==> config.mk <==
export PLATFORM = sky130hd
export DESIGN_NAME = instrFetchTop
export DESIGN_NICKNAME = d
export VERILOG_FILES = /design/src/design/fetchPkg.sv /design/src/design/fetchAlignFsm.sv /design/src/design/fetchPcCounter.sv /design/src/design/fetchWordBuffer.sv /design/src/design/instrAssembler.sv /design/src/design/instrFetchTop.sv
export SDC_FILE = /design/constraint.sdc
export NUM_CORES = 1
export LEC_CHECK = 0
export ABC_AREA = 0
export ABC_CLOCK_PERIOD_IN_PS = 13800
export BUFFER_PORTS_ARGS = -buffer_cell sky130_fd_sc_hd__buf_2
export CORE_MARGIN = 4
export CORE_UTILIZATION = 30
export CTS_CLUSTER_SIZE = 24
export DETAILED_ROUTE_END_ITERATION = 7
export RECOVER_POWER = 50
export REMOVE_ABC_BUFFERS = 1
export SYNTH_ARGS = -nofsm -noshare
export SYNTH_HDL_FRONTEND = slang
export SYNTH_SLANG_ARGS = --single-unit
==> constraint.sdc <==
create_clock -name clk -period 13.8 [get_ports clk]
set_clock_uncertainty 0.05 [all_clocks]
set_input_delay 0.69 -clock clk [delete_from_list [all_inputs] [get_ports clk]]
set_output_delay 0.69 -clock clk [all_outputs]
set_load 0.005 [all_outputs]
==> src/design/fetchPkg.sv <==
// Fetch widths, aligner state enum, buffer/control/decode structs, NOP and reset PC constants

package fetchPkg;

  ////////////////////////////////////////////////////////////////////////////
  // Widths that carry a meaning
  ////////////////////////////////////////////////////////////////////////////

  // Byte address as seen by the program counter and the memory port
  typedef logic [31:0] addrT;

  // One instruction memory word
  typedef logic [31:0] wordT;

  // One instruction parcel, the unit that pc[1] selects
  typedef logic [15:0] halfT;

  // Instruction handed to decode, compressed parcels sit zero-extended
  typedef logic [31:0] instrT;

  // Aligner states
  // stSplitHigh means the low half of a split instruction is saved and the
  // next word is being read for its high half
  typedef enum logic {
    stAligned   = 1'b0,
    stSplitHigh = 1'b1
  } alignStateE;

  ////////////////////////////////////////////////////////////////////////////
  // Grouped signals
  ////////////////////////////////////////////////////////////////////////////

  // Last word read from memory together with the word address it came from
  typedef struct packed {
    wordT data;
    addrT adr;
    logic valid;
  } bufEntryS;

  // Control from the aligner FSM to the buffer and the assembler
  typedef struct packed {
    logic splitHigh;
    logic bubble;
  } alignCtlS;

  // Contents of the decode register
  typedef struct packed {
    instrT instr;
    logic  compressed;
  } decodeS;

  // addi x0, x0, 0
  localparam instrT NopInstr = 32'h0000_0013;

  // First fetch address after reset
  localparam addrT ResetPc = 32'h0000_0000;

endpackage

==> src/design/fetchAlignFsm.sv <==
// Aligner FSM tracking split 32-bit instructions and decode bubbles

`timescale 1ns/1ps

module fetchAlignFsm (
  input  logic               clk,
  input  logic               arstN,
  input  logic               stall,
  input  logic               redirect,
  input  logic               splitStart,
  output fetchPkg::alignCtlS alignCtl
);

  import fetchPkg::*;

  alignStateE state;
  alignStateE stateNext;

  // High in the unstalled cycle that reads the low half of a split instruction
  logic firstSplit;

  ////////////////////////////////////////////////////////////////////////////
  // Next state
  ////////////////////////////////////////////////////////////////////////////

  // Only a cycle that actually advances may start a split
  assign firstSplit = (state == stAligned) && splitStart && !stall && !redirect;

  always_comb begin
    stateNext = state;
    unique case (state)
      stAligned: begin
        // The low half sits in the top parcel of this word
        if (firstSplit) begin
          stateNext = stSplitHigh;
        end
      end
      stSplitHigh: begin
        // One unstalled cycle brings in the next word
        if (!stall) begin
          stateNext = stAligned;
        end
      end
      default: begin
        stateNext = stAligned;
      end
    endcase
    // A redirect drops any half-built instruction
    if (redirect) begin
      stateNext = stAligned;
    end
  end

  always_ff @(posedge clk or negedge arstN) begin
    if (!arstN) begin
      state <= stAligned;
    end else begin
      state <= stateNext;
    end
  end

  ////////////////////////////////////////////////////////////////////////////
  // Outputs
  ////////////////////////////////////////////////////////////////////////////

  // The buffer uses splitHigh to address the next word
  assign alignCtl.splitHigh = (state == stSplitHigh);

  // Decode takes a NOP after a redirect, even a stalled one, and while
  // the low half of a split is parked in the assembler
  assign alignCtl.bubble = redirect || firstSplit;

endmodule

==> src/design/fetchPcCounter.sv <==
// Program counter with redirect load and 2 or 4 byte step

`timescale 1ns/1ps

module fetchPcCounter (
  input  logic           clk,
  input  logic           arstN,
  input  logic           stall,
  input  logic           redirect,
  input  fetchPkg::addrT redirectPc,
  input  logic           pcStep,
  input  logic           stepCompressed,
  output fetchPkg::addrT fetchPc
);

  import fetchPkg::*;

  // Byte distance to the next instruction
  addrT stepSize;

  // The next parcel follows 2 bytes on for a compressed instruction
  // and 4 bytes on for a full one
  assign stepSize = stepCompressed ? addrT'(2) : addrT'(4);

  ////////////////////////////////////////////////////////////////////////////
  // Counter register
  ////////////////////////////////////////////////////////////////////////////

  // Redirect wins over stall so a branch target is never lost
  // While the first half of a split instruction is fetched pcStep is low
  // and the counter keeps pointing at the start of that instruction
  always_ff @(posedge clk or negedge arstN) begin
    if (!arstN) begin
      fetchPc <= ResetPc;
    end else if (redirect) begin
      fetchPc <= redirectPc;
    end else if (!stall && pcStep) begin
      fetchPc <= fetchPc + stepSize;
    end
  end

endmodule

==> src/design/fetchWordBuffer.sv <==
// One-entry buffer of the last memory word, memory address and read request

`timescale 1ns/1ps

module fetchWordBuffer (
  input  logic               clk,
  input  logic               arstN,
  input  logic               stall,
  input  logic               redirect,
  input  fetchPkg::addrT     fetchPc,
  input  fetchPkg::alignCtlS alignCtl,
  input  fetchPkg::wordT     memData,
  output fetchPkg::addrT     memAdr,
  output logic               memRead,
  output fetchPkg::wordT     fetchWord
);

  import fetchPkg::*;

  // Buffered payload and its valid flag
  wordT     entryData;
  addrT     entryAdr;
  logic     entryValid;
  bufEntryS entry;

  // Word index of the fetch, one further when the high half of a split is due
  logic [29:0] wordIdx;

  ////////////////////////////////////////////////////////////////////////////
  // Address and hit test
  ////////////////////////////////////////////////////////////////////////////

  assign wordIdx = fetchPc[31:2] + 30'(alignCtl.splitHigh);
  assign memAdr  = {wordIdx, 2'b00};

  assign entry = '{data: entryData, adr: entryAdr, valid: entryValid};

  // Reading memory again is skipped when the wanted word is already held
  assign memRead = !(entry.valid && (entry.adr == memAdr));

  // Memory answers in the same cycle, so a miss forwards memData directly
  assign fetchWord = memRead ? memData : entry.data;

  ////////////////////////////////////////////////////////////////////////////
  // Buffer registers
  ////////////////////////////////////////////////////////////////////////////

  // A redirect empties the entry so the target is always read from memory
  always_ff @(posedge clk or negedge arstN) begin
    if (!arstN) begin
      entryValid <= 1'b0;
    end else if (redirect) begin
      entryValid <= 1'b0;
    end else if (memRead && !stall) begin
      entryValid <= 1'b1;
    end
  end

  // Word and word address of every read that the pipeline takes
  always_ff @(posedge clk) begin
    if (memRead && !stall) begin
      entryData <= memData;
      entryAdr  <= memAdr;
    end
  end

endmodule

==> src/design/instrAssembler.sv <==
// Halfword select, compressed detect, saved split half and decode register

`timescale 1ns/1ps

module instrAssembler (
  input  logic               clk,
  input  logic               arstN,
  input  logic               stall,
  input  fetchPkg::addrT     fetchPc,
  input  fetchPkg::wordT     fetchWord,
  input  fetchPkg::alignCtlS alignCtl,
  output logic               splitStart,
  output logic               pcStep,
  output logic               stepCompressed,
  output fetchPkg::decodeS   decode
);

  import fetchPkg::*;

  // Parcel that pc[1] points at in the current word
  halfT curHalf;

  // Low half of a split instruction, kept until the next word arrives
  halfT savedHalf;

  // Compressed opcodes have anything but 2'b11 in the low two bits
  logic curCompressed;

  // Instruction as it would enter decode without a bubble
  decodeS decodeNext;

  ////////////////////////////////////////////////////////////////////////////
  // Parcel selection
  ////////////////////////////////////////////////////////////////////////////

  assign curHalf       = fetchPc[1] ? fetchWord[31:16] : fetchWord[15:0];
  assign curCompressed = (curHalf[1:0] != 2'b11);

  // A full opcode in the top parcel runs over into the next word
  assign splitStart = !alignCtl.splitHigh && fetchPc[1] && !curCompressed;

  // The counter waits on the first half of a split and moves on otherwise
  assign pcStep = !splitStart;

  // The second half of a split always finishes a full instruction
  assign stepCompressed = !alignCtl.splitHigh && curCompressed;

  ////////////////////////////////////////////////////////////////////////////
  // Instruction assembly
  ////////////////////////////////////////////////////////////////////////////

  always_comb begin
    decodeNext.compressed = stepCompressed;
    if (alignCtl.splitHigh) begin
      // Upper 16 bits come from the bottom parcel of the new word
      decodeNext.instr = {fetchWord[15:0], savedHalf};
    end else if (curCompressed) begin
      decodeNext.instr = {16'h0000, curHalf};
    end else begin
      // Aligned full instruction, pc[1] is 0 here
      decodeNext.instr = fetchWord;
    end
  end

  // Keep the top parcel of the word that starts a split
  always_ff @(posedge clk) begin
    if (splitStart && !stall) begin
      savedHalf <= curHalf;
    end
  end

  ////////////////////////////////////////////////////////////////////////////
  // Decode register
  ////////////////////////////////////////////////////////////////////////////

  // Stall freezes decode unless a bubble arrives
  // The FSM only raises bubble under stall for a redirect
  always_ff @(posedge clk or negedge arstN) begin
    if (!arstN) begin
      decode <= '{instr: NopInstr, compressed: 1'b0};
    end else if (alignCtl.bubble) begin
      decode <= '{instr: NopInstr, compressed: 1'b0};
    end else if (!stall) begin
      decode <= decodeNext;
    end
  end

endmodule

==> src/design/instrFetchTop.sv <==
// Fetch top level joining PC counter, aligner FSM, word buffer and assembler

`timescale 1ns/1ps

module instrFetchTop (
  input  logic             clk,
  input  logic             arstN,
  input  logic             stall,
  input  logic             redirect,
  input  fetchPkg::addrT   redirectPc,
  input  fetchPkg::wordT   memData,
  output fetchPkg::addrT   memAdr,
  output logic             memRead,
  output fetchPkg::addrT   fetchPc,
  output fetchPkg::decodeS decode
);

  import fetchPkg::*;

  // Control from the FSM to buffer and assembler
  alignCtlS alignCtl;

  // Word seen by the assembler this cycle
  wordT fetchWord;

  // Step requests from the assembler
  logic splitStart;
  logic pcStep;
  logic stepCompressed;

  fetchPcCounter pcCounter (
    .clk            (clk),
    .arstN          (arstN),
    .stall          (stall),
    .redirect       (redirect),
    .redirectPc     (redirectPc),
    .pcStep         (pcStep),
    .stepCompressed (stepCompressed),
    .fetchPc        (fetchPc)
  );

  fetchAlignFsm alignFsm (
    .clk        (clk),
    .arstN      (arstN),
    .stall      (stall),
    .redirect   (redirect),
    .splitStart (splitStart),
    .alignCtl   (alignCtl)
  );

  fetchWordBuffer wordBuffer (
    .clk       (clk),
    .arstN     (arstN),
    .stall     (stall),
    .redirect  (redirect),
    .fetchPc   (fetchPc),
    .alignCtl  (alignCtl),
    .memData   (memData),
    .memAdr    (memAdr),
    .memRead   (memRead),
    .fetchWord (fetchWord)
  );

  instrAssembler assembler (
    .clk            (clk),
    .arstN          (arstN),
    .stall          (stall),
    .fetchPc        (fetchPc),
    .fetchWord      (fetchWord),
    .alignCtl       (alignCtl),
    .splitStart     (splitStart),
    .pcStep         (pcStep),
    .stepCompressed (stepCompressed),
    .decode         (decode)
  );

endmodule

== After elaboration in Yosys (flattened, before gate mapping) ==
Index checks and enable logic that the tools add are counted.
W data, S select, Z words.

* Register bits after elaboration: 145
* Input port bits: 68
* Output and inout bits: 98
* Word-level logic and storage cells: 48

* Add/sub/neg operators: 2
* Eq/ne operators: 3
* Muxes and demuxes: 15
* Bitwise operators: 1
* Reduce and logical (&&, ||, !) cells: 19

{| class="wikitable"
|+ Operators by type and width
! kind !! count
|-
| $mux W32 || 5
|-
| $mux W33 || 2
|-
| $add A32 B32 Y32 || 1
|-
| $add A30 B1 Y30 || 1
|-
| $eq A30 B30 Y1 || 1
|-
| $mux W16 || 1
|-
| $logic_and A1 B1 Y1 || 10
|-
| $logic_not A1 Y1 || 6
|-
| $mux W1 || 5
|-
| $reduce_bool A2 Y1 || 2
|-
| $mux W3 || 1
|-
| $ne A2 B1 Y1 const B || 1
|-
| $ne A2 B2 Y1 const B || 1
|-
| $pmux W1 S2 || 1
|-
| $logic_or A1 B1 Y1 || 1
|-
| $not A1 Y1 || 1
|}

== Longest topological paths before layout ==
* Depth in word-level cells: 14
* Mapped depth: 20
* Mapped depth without buffers: 19

== Modules after synthesis ==
From an unflattened synthesis, not the netlist that was laid out.

* Cells, all modules: 811
* Area total of the unflattened synthesis: 8897.3 um^2

{| class="wikitable"
|+ By module, submodules not included
! module !! times used !! cells each !! area an instance (um^2) !! seq. area each (um^2)
|-
| fetchWordBuffer || 1 || 359 || 4332.9 || 1886.8
|-
| instrAssembler || 1 || 218 || 2536.2 || 1310.0
|-
| fetchPcCounter || 1 || 228 || 1970.6 || 800.8
|-
| fetchAlignFsm || 1 || 6 || 57.6 || 25.0
|}

== Least setup slack after synthesis ==
No wires, ideal clock.

* Path kind: flip-flop to flip-flop
* Start: reg alignFsm.state
* End: reg wordBuffer.entryAdr[10], enable pin
* Setup time: 0.482 ns
* Data arrival time: 5.137 ns
* Setup slack: 8.131 ns
* Cell stages (with the launch flop): 12
* Path buffers: 1
* Cell sequence: dfrtp_1 -> ha_1 -> ha_1 -> nand3_4 -> or4_1 -> buf_2 -> mux2_4 -> nor2b_1 -> mux2_2 -> nand4b_1 -> nor3_1 -> nor2_1

* Word-level cells in the longest chain between the ends: 5

{| class="wikitable"
|+ RTL lines
! item !! line !! RTL
|-
| from (decl) || fetchAlignFsm.sv:16 || <nowiki>alignStateE state;</nowiki>
|-
| from (signal assigned) || fetchAlignFsm.sv:56 || <nowiki>state <= stAligned;</nowiki>
|-
| from (signal assigned) || fetchAlignFsm.sv:58 || <nowiki>state <= stateNext;</nowiki>
|-
| $add A30 B1 Y30 || fetchWordBuffer.sv:33 || <nowiki>assign wordIdx = fetchPc[31:2] + 30'(alignCtl.splitHigh);</nowiki>
|-
| $eq A30 B30 Y1 || fetchWordBuffer.sv:39 || <nowiki>assign memRead = !(entry.valid && (entry.adr == memAdr));</nowiki>
|-
| $logic_and A1 B1 Y1 || fetchWordBuffer.sv:39 ||
|-
| $logic_not A1 Y1 || fetchWordBuffer.sv:39 ||
|-
| $logic_and A1 B1 Y1 || fetchWordBuffer.sv:61 || <nowiki>if (memRead && !stall) begin</nowiki>
|-
| to (signal assigned) || fetchWordBuffer.sv:63 || <nowiki>entryAdr <= memAdr;</nowiki>
|-
| to (decl) || fetchWordBuffer.sv:22 || <nowiki>addrT entryAdr;</nowiki>
|}

No other way between the ends.
A chain may end at the register's enable or synchronous reset.

== Worst setup path after layout ==
* Start: reg alignFsm.state
* End: reg pcCounter.fetchPc[26]

* Word-level cells in the longest chain between the ends: 11
* Elaborated cells on any way between the ends: 18
* Classes of those cells: add/sub (2); eq/ne (2); mux (5); reduce/logical (9)

{| class="wikitable"
|+ RTL lines
! item !! line !! RTL
|-
| $add A30 B1 Y30 || fetchWordBuffer.sv:33 ||
|-
| $eq A30 B30 Y1 || fetchWordBuffer.sv:39 ||
|-
| $logic_and A1 B1 Y1 || fetchWordBuffer.sv:39 ||
|-
| $mux W32 || fetchWordBuffer.sv:42 || <nowiki>assign fetchWord = memRead ? memData : entry.data;</nowiki>
|-
| $mux W16 || instrAssembler.sv:36 || <nowiki>assign curHalf = fetchPc[1] ? fetchWord[31:16] : fetchWord[15:0];</nowiki>
|-
| $ne A2 B2 Y1 || instrAssembler.sv:37 || <nowiki>assign curCompressed = (curHalf[1:0] != 2'b11);</nowiki>
|-
| $logic_and A1 B1 Y1 or $logic_not A1 Y1 (tied branches) || instrAssembler.sv:46, instrAssembler.sv:40 ||
|-
| $mux W3 or $logic_and A1 B1 Y1 (tied branches) || fetchPcCounter.sv:23, instrAssembler.sv:40 ||
|-
| $add A32 B32 Y32 or $logic_not A1 Y1 (tied branches) || fetchPcCounter.sv:38, instrAssembler.sv:43 ||
|-
| $mux W32 or $logic_and A1 B1 Y1 (tied branches) || fetchPcCounter.sv:37 || <nowiki>end else if (!stall && pcStep) begin</nowiki>
|-
| $mux W32 or $reduce_bool A2 Y1 (tied branches) || n/a ||
|-
| to (signal assigned) || fetchPcCounter.sv:34 || <nowiki>fetchPc <= ResetPc;</nowiki>
|-
| to (signal assigned) || fetchPcCounter.sv:36 || <nowiki>fetchPc <= redirectPc;</nowiki>
|-
| to (signal assigned) || fetchPcCounter.sv:38 || <nowiki>fetchPc <= fetchPc + stepSize;</nowiki>
|-
| to (decl) || fetchPcCounter.sv:13 || <nowiki>output fetchPkg::addrT fetchPc</nowiki>
|}

Parallel ways exist; a longest one is shown, timed or not. The select of a mux whose other input is x is not followed.

==> qor.yml <==
cts_sinks: 145
chipWidth_um: 182.0
synth_area_mm2: 0.009082
worst_ep_required_time_ns: 14.09
worst_pin_slew_ns: 4.206
whs_endpoint: "wordBuffer.entryData[21]$_DFFE_PP_"
grt_pass1_vias: 7457
area_growth_pct: 15.72
worstRegToRegCells: 19
start_util_pct: 30.56
drt_iter0_drc: 696
yosys-top-cells-area: "edfxtp_1 (26%), dfrtp_1 (18%), mux2i_1 (5.6%)"
async_reset_ff_share_pct: 46.21
fillerInstances: 3048
clkTransAtPathRegs_ns: 0.07
critPathArrivalTime_ns: 7.33
drc: 0
worstSkewPairLatency_ns: 0.43
clk_path_buf_depth: 2
min_period_ns: 7.044
yosysWarnings: 0
relSlewSlack_pct: -180.4
synth_top_area_cell: "edfxtp_1"
netlist_instances: 835
dieArea_mm2: 0.03312
slew_viol_final: 148
setup-violations-final: 0
core-area_mm2: 0.02972
cts_resized: 0
numCtsBuffers: 17
synth.distinct_cells: 93
yosysMostFrequentCell: "nand2_1"
fmax_ghz: 0.1420
yosys-top-cells-count: "nand2_1 (94), edfxtp_1 (78), dfrtp_1 (64)"
nets: 1030
wl_per_cell_um: 22.71
min_from: "memData[21]"
syn_area_per_cell_um2: 10.88
power_density_mw_per_mm2: 116.8
grt_max_degree: 68
startpoint_type: "register"
violations: "max-capacitance violations, max-slew violations"
whs_path_depth: 1
regArea_mm2: 0.004023
ys.flop_type: "edfxtp_1"
layout-drive-gt1-share_pct: 21.32
pre_cts_ws_ns: 6.931
cp-end-kind: "register"
tns_ns: 0
drtPass1Iterations: 5
rsz0062_at_grt: "no"
post-route-util_pct: 35.37
multiInputGateArea_mm2: 0.004557
grt_overflow_total: 0
fp.dieH_um: 182.0
grt_antenna_before_repair: 1
postSynthRegisterBits: 145
gp_congestion: 0.9342
outcome: "complete, but fails checks"
finalCritPeriodShare_pct: 51.04
critical_path.max_fanout: 25
postCtsHoldBufs: 0
grt_use_total_pct: 18.46
r2r_slack_ns: 6.76
critical_path_class: "reg -> reg"
hold_viol_final: 0
htree_levels: 4
synth-edff-count: 78
ios: 166
antenna_left: 0
avgViaCountPerCell: 5.543
cap_violations: 3
ys_seq_area_share_pct: 44.29
rows: 63
placement.io_buffers: 163
wl_um: 30930
ctsRootBufferMaster: "clkbuf_16"
r2r-start: "alignFsm.state$_DFF_PN0_"
grt_pass1_wl_um: 47140
dp_hpwl_um: 22450
min_path_type: "in -> reg"
r2r_end: "pcCounter.fetchPc[26]$_DFFE_PN0N_"
via_count: 7550
ir_drop_uv: 89.87
cts_tree: "done"
timing.final.ws_setup_ns: 6.756
p_leak_nw: 4.014
post_cts_buffers: 0
yosysTopAreaCellShare_pct: 25.79
-- routing by layer --
| metal | share of wire (%) | GRT usage (%) | wire (um) |
|---|---|---|---|
| met3 | 7.9 | 4.427 | 2438 |
| met5 | 0 | 0 | 0 |
| met2 | 46 | 28.17 | 14200 |
| met4 | 1.4 | 4.803 | 435 |
| met1 | 45 | 26.33 | 13860 |
-- area by class of cell --
| class | count | share of cell area [%] |
|---|---|---|
| diodes | 1 | 0.02381 |
| clock buffers | 19 | 4.214 |
| clock inverters | 13 | 1.429 |
| inverters | 14 | 0.5000 |
| multi-input cells | 608 | 43.36 |
| flip-flops and latches | 145 | 38.27 |
| well taps | 390 | 4.643 |
| repair buffers | 172 | 7.560 |
-- layout by cell type, fill, tap and decap left out, types with 12 or more instances in the layout --
cell type,n
dfrtp_1,64
buf_2,101
nand2_1,94
o221ai_2,18
clkbuf_16,17
o31ai_1,12
inv_1,13
nor3_1,16
xor2_1,22
edfxtp_1,78
or4_1,18
nor2_1,40
mux2i_1,51
xnor2_1,33
o21ai_0,13
a31oi_1,17
nand3_1,29
nand4_1,20
o221ai_1,12
or3_1,15
clkbuf_1,66
-- where the power goes --
part | total (W) | switching [W] | internal [W]
sequential | 0.000545 | 0.0000507 | 0.000494
clock | 0.000476 | 0.000201 | 0.000275
combinational | 0.000206 | 0.000120 | 0.0000857
-- flip-flops by register name, summed over array words and instances, names as in the netlist --
signal,flops
alignFsm.state,1
assembler.decode,33
assembler.savedHalf,16
pcCounter.fetchPc,32
wordBuffer.entryAdr,30
wordBuffer.entryData,32
wordBuffer.entryValid,1
-- worst max-delay path by stage --
stage | cells after the start | endpoint | start
global placement | 19 | pcCounter.fetchPc[26]$_DFFE_PN0N_ | alignFsm.state$_DFF_PN0_
global route | 19 | pcCounter.fetchPc[26]$_DFFE_PN0N_ | alignFsm.state$_DFF_PN0_
finish | 19 | pcCounter.fetchPc[26]$_DFFE_PN0N_ | alignFsm.state$_DFF_PN0_
CTS | 18 | pcCounter.fetchPc[26]$_DFFE_PN0N_ | alignFsm.state$_DFF_PN0_
detailed placement | 19 | pcCounter.fetchPc[26]$_DFFE_PN0N_ | alignFsm.state$_DFF_PN0_
floorplan | 10 | wordBuffer.entryAdr[10]$_DFFE_PP_ | alignFsm.state$_DFF_PN0_
-- logic make-up after synthesis --
kind of cell,share of synthesized area (%)
buffers and inverters,5.221
XOR/XNOR,6.819
adder cells (fa/ha/maj),0.6337
AO/OA/AOI/OAI,14.29
AND/OR/NAND/NOR,20.44
multiplexers,8.266
other,0.04129
flip-flops,44.29
-- metrics by stage --
step	hold slack [ns]	cells	cell area, um2	power (W)
after global placement	0.4151	1329	10050	0.0007621
after detailed placement	0.4185	1329	10050	0.0007623
after CTS	0.3780	1361	10640	0.001239
final	0.3935	1362	10510	0.001227
after global routing	0.3798	1362	10510	0.001281
after floorplan	0.3444	767	8665	0.0006564
-- worst max-delay path, stage by stage, from the launching register on --
cell       delay (ns)
dfrtp_1          0.95
ha_1             0.49
ha_1             0.31
nand3_1          0.32
nor4_1           0.53
xor2_1           0.32
xor2_1           0.12
a2111oi_2        0.42
nand4_1          0.36
nor3_4           0.39
mux2i_1          0.31
nand2_1          0.13
ha_1             0.29
a21o_1           0.10
nand2_1          0.08
nor2_1           0.42
nand2_1          0.19
or4_1            0.53
or4_1            0.44
a31oi_1          0.17
Note: power is estimated with default switching activity, not from simulation.
